--- config.mk ---
export PLATFORM = sky130hd
export DESIGN_NAME = dcache_ctrl
export DESIGN_NICKNAME = d
export VERILOG_FILES = /design/src/design/dcache_pkg.sv /design/src/design/dcache_ctrl.sv
export VERILOG_INCLUDE_DIRS = /design/src /design/src/include
export SDC_FILE = /design/constraint.sdc
export NUM_CORES = 1
export LEC_CHECK = 0
export BUFFER_PORTS_ARGS = -buffer_cell sky130_fd_sc_hd__buf_2
export CAP_MARGIN = 10
export CORE_AREA = 2 2 271 273
export CTS_CLUSTER_DIAMETER = 30
export DETAILED_ROUTE_END_ITERATION = 8
export DIE_AREA = 0 0 273 275
export HOLD_SLACK_MARGIN = 0.03
export PLACE_DENSITY_LB_ADDON = 0.12
export SLEW_MARGIN = 20
export SYNTH_ARGS = -nofsm -noshare
export SYNTH_HDL_FRONTEND = slang
export SYNTH_SLANG_ARGS = --single-unit
--- constraint.sdc ---
create_clock -name clk -period 11.2 [get_ports clk]
set_clock_uncertainty 0.2 [all_clocks]
set_input_delay 0.56 -clock clk [delete_from_list [all_inputs] [get_ports clk]]
set_output_delay 0.56 -clock clk [all_outputs]
set_load 0.01 [all_outputs]
--- src/include/dcache_config.svh ---
//////////////////////////////
// dcache configuration
// address split, beat and array sizes
//////////////////////////////
`ifndef DCACHE_CONFIG_SVH
`define DCACHE_CONFIG_SVH

`define DC_ADDR_W     32    // cpu byte address
`define DC_BEAT_W     64    // one memory beat, also cpu data width
`define DC_LINE_BEATS 2     // 16 byte line

`define DC_OFFSET_W   4
`define DC_SETS       16
`define DC_INDEX_W    4
`define DC_TAG_W      24    // addr - index - offset

// associativity
`define DC_WAYS       4

`endif

--- src/design/dcache_pkg.sv ---
//////////////////////////////
// dcache shared types
// beat union, way number, age counter
//////////////////////////////
`include "dcache_config.svh"

package dcache_pkg;

    // one beat seen as a double word or as byte lanes
    typedef union packed {
        logic [`DC_BEAT_W-1:0]                dword;
        logic [`DC_BEAT_W/8-1:0][7:0]         bytes;  // lane 0 = lowest address
    } dc_beat_u;

    typedef logic [1:0] dc_way_t;   // 4 ways

    // saturating 0..3, larger means older
    typedef logic [1:0] dc_age_t;

endpackage

--- src/design/dcache_ctrl.sv ---
//////////////////////////////
// dcache controller
// request fsm, store merge, write-back and refill
//////////////////////////////
`timescale 1ns/1ps
`include "dcache_config.svh"

module dcache_ctrl
    import dcache_pkg::*;
(
    input  logic                   clk,
    input  logic                   rst,
    // cpu side
    input  logic                   cpu_valid_i,
    input  logic                   cpu_we_i,
    input  logic [`DC_ADDR_W-1:0]  cpu_addr_i,
    input  logic [`DC_BEAT_W-1:0]  cpu_wdata_i,
    input  logic [1:0]             cpu_size_i,     // 1/2/4/8 bytes
    output logic                   cpu_ready_o,
    output logic [`DC_BEAT_W-1:0]  cpu_rdata_o,
    // memory read
    output logic                   mem_rd_req_o,
    output logic [`DC_ADDR_W-1:0]  mem_rd_addr_o,
    input  logic                   mem_rd_valid_i,
    input  logic [`DC_BEAT_W-1:0]  mem_rd_data_i,
    input  logic                   mem_rd_last_i,
    // memory write
    output logic                   mem_wr_valid_o,
    output logic [`DC_ADDR_W-1:0]  mem_wr_addr_o,
    output logic [`DC_BEAT_W-1:0]  mem_wr_data_o,
    input  logic                   mem_wr_ready_i,
    input  logic                   mem_wr_last_i,
    // both stores
    output logic [`DC_INDEX_W-1:0] index_o,
    output logic [`DC_TAG_W-1:0]   tag_o,
    output dc_way_t                way_o,
    output logic                   rd_en_o,
    input  dc_beat_u [`DC_LINE_BEATS-1:0] rd_line_i,
    output logic                   wr_en_o,
    output dc_beat_u [`DC_LINE_BEATS-1:0] wr_line_o,
    output logic [`DC_LINE_BEATS*`DC_BEAT_W/8-1:0] wr_strb_o,
    input  logic                   hit_i,
    input  dc_way_t                hit_way_i,
    input  dc_way_t                victim_way_i,
    input  logic [`DC_TAG_W-1:0]   victim_tag_i,
    input  logic                   victim_dirty_i,
    output logic                   touch_o,
    output logic                   set_dirty_o,
    output logic                   fill_o,
    output logic                   fill_dirty_o
);

    typedef enum logic [2:0] {IDLE, LOOKUP, WBACK, REFILL, STORE, RESP} state_t;

    state_t state_q, state_d;

    logic [`DC_ADDR_W-1:0] addr_q;      // held request
    logic                  we_q;
    logic [`DC_BEAT_W-1:0] wdata_q;
    logic [1:0]            size_q;
    logic                  miss_q;      // answer from refill buffer
    logic                  wb_beat_q;   // beat being written back
    dc_beat_u [`DC_LINE_BEATS-1:0] line_q;  // refill beats

    logic [7:0]            size_mask;
    logic [7:0]            strb8;
    logic [`DC_BEAT_W-1:0] wdata_sh;
    logic                  rd_last;
    dc_beat_u [`DC_LINE_BEATS-1:0] resp_line;
    dc_beat_u              resp_beat;

    assign index_o = addr_q[`DC_OFFSET_W +: `DC_INDEX_W];
    assign tag_o   = addr_q[`DC_ADDR_W-1 -: `DC_TAG_W];
    assign rd_last = (state_q == REFILL) && mem_rd_valid_i && mem_rd_last_i;

    // next state
    always_comb begin
        state_d = state_q;
        case (state_q)
            IDLE:    if (cpu_valid_i) state_d = LOOKUP;
            LOOKUP:  state_d = hit_i ? RESP : (victim_dirty_i ? WBACK : REFILL);
            WBACK:   if (mem_wr_ready_i && mem_wr_last_i) state_d = REFILL;
            REFILL:  if (rd_last) state_d = we_q ? STORE : RESP;
            STORE:   state_d = RESP;    // merge into fresh line
            RESP:    state_d = IDLE;
            default: state_d = IDLE;
        endcase
    end

    always_ff @(posedge clk) begin
        if (rst) begin
            state_q   <= IDLE;
            miss_q    <= 1'b0;
            wb_beat_q <= 1'b0;
        end else begin
            state_q <= state_d;
            if (state_q == LOOKUP)
                miss_q <= !hit_i;
            if (state_q == WBACK && mem_wr_ready_i)
                wb_beat_q <= !wb_beat_q;    // back to 0 after last beat
        end
    end

    // request and refill payload
    always_ff @(posedge clk) begin
        if (state_q == IDLE && cpu_valid_i) begin
            addr_q  <= cpu_addr_i;
            we_q    <= cpu_we_i;
            wdata_q <= cpu_wdata_i;
            size_q  <= cpu_size_i;
        end
        if (state_q == REFILL && mem_rd_valid_i) begin
            if (mem_rd_last_i)
                line_q[1].dword <= mem_rd_data_i;
            else
                line_q[0].dword <= mem_rd_data_i;  // low beat first
        end
    end

    // store strobe and data placed at the byte offset
    always_comb begin
        case (size_q)
            2'd0:    size_mask = 8'h01;
            2'd1:    size_mask = 8'h03;
            2'd2:    size_mask = 8'h0f;
            default: size_mask = 8'hff;
        endcase
    end
    assign strb8    = size_mask << addr_q[2:0];
    assign wdata_sh = wdata_q << {addr_q[2:0], 3'b000};

    // hit way on a hit and the victim way otherwise
    assign way_o        = hit_i ? hit_way_i : victim_way_i;
    assign rd_en_o      = (state_q == LOOKUP) && !(hit_i && we_q);
    assign wr_en_o      = ((state_q == LOOKUP) && hit_i && we_q) || rd_last
                          || (state_q == STORE);
    assign wr_line_o    = (state_q == REFILL) ? {mem_rd_data_i, line_q[0].dword}
                                              : {wdata_sh, wdata_sh};
    assign wr_strb_o    = (state_q == REFILL) ? '1
                        : (addr_q[3] ? {strb8, 8'h00} : {8'h00, strb8});
    assign touch_o      = (state_q == LOOKUP) && hit_i;
    assign set_dirty_o  = touch_o && we_q;
    assign fill_o       = rd_last;
    assign fill_dirty_o = we_q;

    // memory side levels follow the state
    assign mem_rd_req_o   = (state_q == REFILL);
    assign mem_rd_addr_o  = {addr_q[`DC_ADDR_W-1:`DC_OFFSET_W], {`DC_OFFSET_W{1'b0}}};
    assign mem_wr_valid_o = (state_q == WBACK);
    assign mem_wr_addr_o  = {victim_tag_i, index_o, {`DC_OFFSET_W{1'b0}}};
    assign mem_wr_data_o  = rd_line_i[wb_beat_q].dword;  // victim read in LOOKUP

    // cpu response
    assign resp_line   = miss_q ? line_q : rd_line_i;
    assign resp_beat   = resp_line[addr_q[3]];
    assign cpu_rdata_o = resp_beat.dword >> {addr_q[2:0], 3'b000};
    assign cpu_ready_o = (state_q == RESP);

    // cpu must hold valid until the ready pulse
    a_ready_valid: assert property (@(posedge clk) disable iff (rst)
        cpu_ready_o |-> cpu_valid_i)
        else $error("ctrl: ready without a held request");

    // a stalled write-back beat holds until memory takes it
    a_wr_hold: assert property (@(posedge clk) disable iff (rst)
        mem_wr_valid_o && !mem_wr_ready_i |=> mem_wr_valid_o
            && $stable(mem_wr_addr_o) && $stable(mem_wr_data_o))
        else $error("ctrl: write-back beat changed while stalled");

endmodule

==> impl_metrics.ini <==
[run_status]
outcome = finished clean

[route]
dr_total_vias = 13910
drt-wirelength-per-cell_um = 28.98
highest_layer = met4
wl_met2_um = 43870
route.met3.wl_um = 4174
ant_nets = 0
first_pass_iters = 7
wl_met1_um = 34890
drtIter0Drc = 925
drc = 0
avgViaCountPerCell = 4.745
wl_um = 84970

[critical_path]
start_kind = flip-flop
path_max_fanout = 50
worst-setup-path-type = flip-flop to primary output
ff2ff_setup_slack_ns = 7.32
cp.arrival_ns = 4.20
crit_path_max_incr_delay_ns = 0.84
worstReg2RegEnd = line_q[108]
cp_slowest_cell = dfxtp_4
required_ns = 10.44
r2r-start = state_q[1]
reg2reg_depth = 5
end_kind = primary output
path_cells = buf_4, mux4_2, mux2i_1, a222oi_1, buf_2

[die]
rows = 99
core-area_sq_mm = 0.07234
initial_core_util = 0.2137
ioPinCount = 703
dieHeight_um = 275
die_x_um = 273
die-area_sq_mm = 0.07508

[synth]
synth_ff_type = edfxtp_1
synth.distinct_cells = 54
seq_area_frac_synth = 0.4474
avgSynthCellArea_sq_um = 13.02
yosysTopAreaCell = edfxtp_1
yosysWarnings = 0
netlist.area_leader.share = 0.4409
synth_area_leaders = edfxtp_1 (44%), mux4_2 (15%), mux2_2 (7.7%), buf_4 (5.1%), mux2i_1 (4.7%)
synth_seq_cells = 232
syn_area_sq_mm = 0.01546
synth_enable_flop_cells = 227
async_flop_share = 0
synthCells = 1187

[timing]
worst_pin_slew_ns = 1.200
setup_violations = 0
slew_headroom = 0.1982
finalSetupTns_ns = 0
period_minus_slack_ns = 4.960
rsz0062_at_grt = false
final_hold_viol_count = 0
period_share = 0.4428
slew_viol_final = 0
timing.fmax_ghz = 0.2016

[grt]
grt_overflow = 0
grt_pass1_wl_um = 113900
grt_pass1_vias = 14180
grt_max_degree = 129
grt_antenna_before_repair = 2
grt_use_total = 0.2173

[min_path]
hold_start = mem_rd_data_i[44]
hold_depth = 1
hp-class = primary input to flip-flop
whs_endpoint = line_q[44]

[cts]
clock_latency_ns = 0.61
h-tree-depth = 3
cts-resized-gates = 0
cts_setup_buffers = 0
cts_made_buffers = 76
cts_buffer_depth = 3
hold_buffers = 163
cts_sinks = 232
cts_root_buf = clkbuf_16
clk_transition_reported_paths_ns = 0.04
tritoncts = built

[place]
port_buffers = 646
gp_congestion = 0.8561
dp_hpwl_um = 67100
post_dp_cell_area_sq_mm = 0.01891

[layout]
drive_gt1_frac = 0.5137
final_cell_mix = buf_2 (646), edfxtp_1 (227), dlygate4sd3_1 (163), mux2_2 (106), mux4_2 (103)
layout_commonest_cell = buf_2
area_growth_pct = 50.22
fin_nets = 2238
final_area_sq_mm = 0.02322

[power_and_ir_drop]
vdd_ir_drop_max_uv = 104.4
powerDensity_mw_per_mm2 = 205.6
p_leak_uw = 0.009815

[run]
max_cap_viol_count = 0
per-layer routing:
metal	up-vias	global-route usage
met5	-	0
met4	0	0.06701
met3	115	0.03692
met2	529	0.3888
met1	7124	0.2659
li1	6144	-
state kept, by name, summed over array words and instances, names as in the netlist:
| name | cells |
|---|---|
| wdata_q | 64 |
| state_q | 3 |
| wb_beat_q | 1 |
| line_q | 128 |
| miss_q | 1 |
| size_q | 2 |
| fill_dirty_o | 1 |
| addr_q | 32 |
report_power, final:
| part | internal (uW) | leakage, uW | switching [uW] |
|---|---|---|---|
| sequential | 1030 | 0.00213 | 77.1 |
| clock | 1580 | 0.00130 | 633 |
| combinational | 582 | 0.00639 | 873 |
area by class of cell:
cell class,count,area [sq um]
fillers,7449,49120
multi-input cells,754,7321
flip-flops and latches,232,6924
repair buffers,832,5050
clock buffers,92,1982
well taps,959,1200
clock inverters,48,691.9
inverters,14,52.55
diodes,1,2.502
Yosys cell counts (all sizes together), types with 3 or more instances:
cell     number
nor2b         3
o22ai        16
a22oi         9
o221ai       32
nand2        67
and3          9
inv          14
a222oi        8
a22o         16
a211oi       19
edfxtp      227
o21ai        10
dfxtp         5
o31ai         7
nor3          6
clkbuf       43
nand3         8
and2         21
a21o         49
nor2         61
o21a         64
mux4        103
mux2i        72
a2bb2oi       7
mux2        106
a221oi        8
o211ai       16
a21oi         7
buf         151
cells by family after synthesis:
logic type | Yosys count | share of synthesized area
muxes | 281 | 0.2739
AOI/OAI and AO/OA | 278 | 0.1403
DFF | 232 | 0.4474
buffers and inverters | 208 | 0.08328
and+or+nand+nor | 186 | 0.05439
xor gates and xnor gates | 1 | 0.0005666
other | 1 | 0.0002426
worst max path at each step:
stage,from,end,slack [ns],cells past startpoint
2_1_floorplan,cpu_valid_i,addr_q[0],4.42,1
3_3_place_gp,miss_q,cpu_rdata_o[1],6.74,5
3_5_place_dp,miss_q,cpu_rdata_o[1],6.83,5
4_1_cts,miss_q,cpu_rdata_o[1],6.14,5
5_1_grt,miss_q,cpu_rdata_o[1],6.03,5
6_report,miss_q,cpu_rdata_o[1],6.24,5
per-stage QoR:
stage,utilization,power [uW],hold WS (ns),cells,worst slack [ns]
2_1_floorplan,-,1911,0.4291,1194,4.422
3_5_place_dp,0.2614,2552,0.4450,2628,6.827
3_3_place_gp,0.2614,2554,0.4332,2628,6.738
5_1_grt,0.3210,4969,0.06060,2932,6.031
6_report,0.3210,4775,0.1013,2932,6.240
4_1_cts,0.3209,4849,0.05786,2931,6.142
critical path, delay by kind of cell (launching register included):
kind | cells | cell delay (ns)
mux | 2 | 1.35
buf+inv | 2 | 1.03
flops | 1 | 0.84
compound gates | 1 | 0.26
Power figures use the tool's default switching activity.
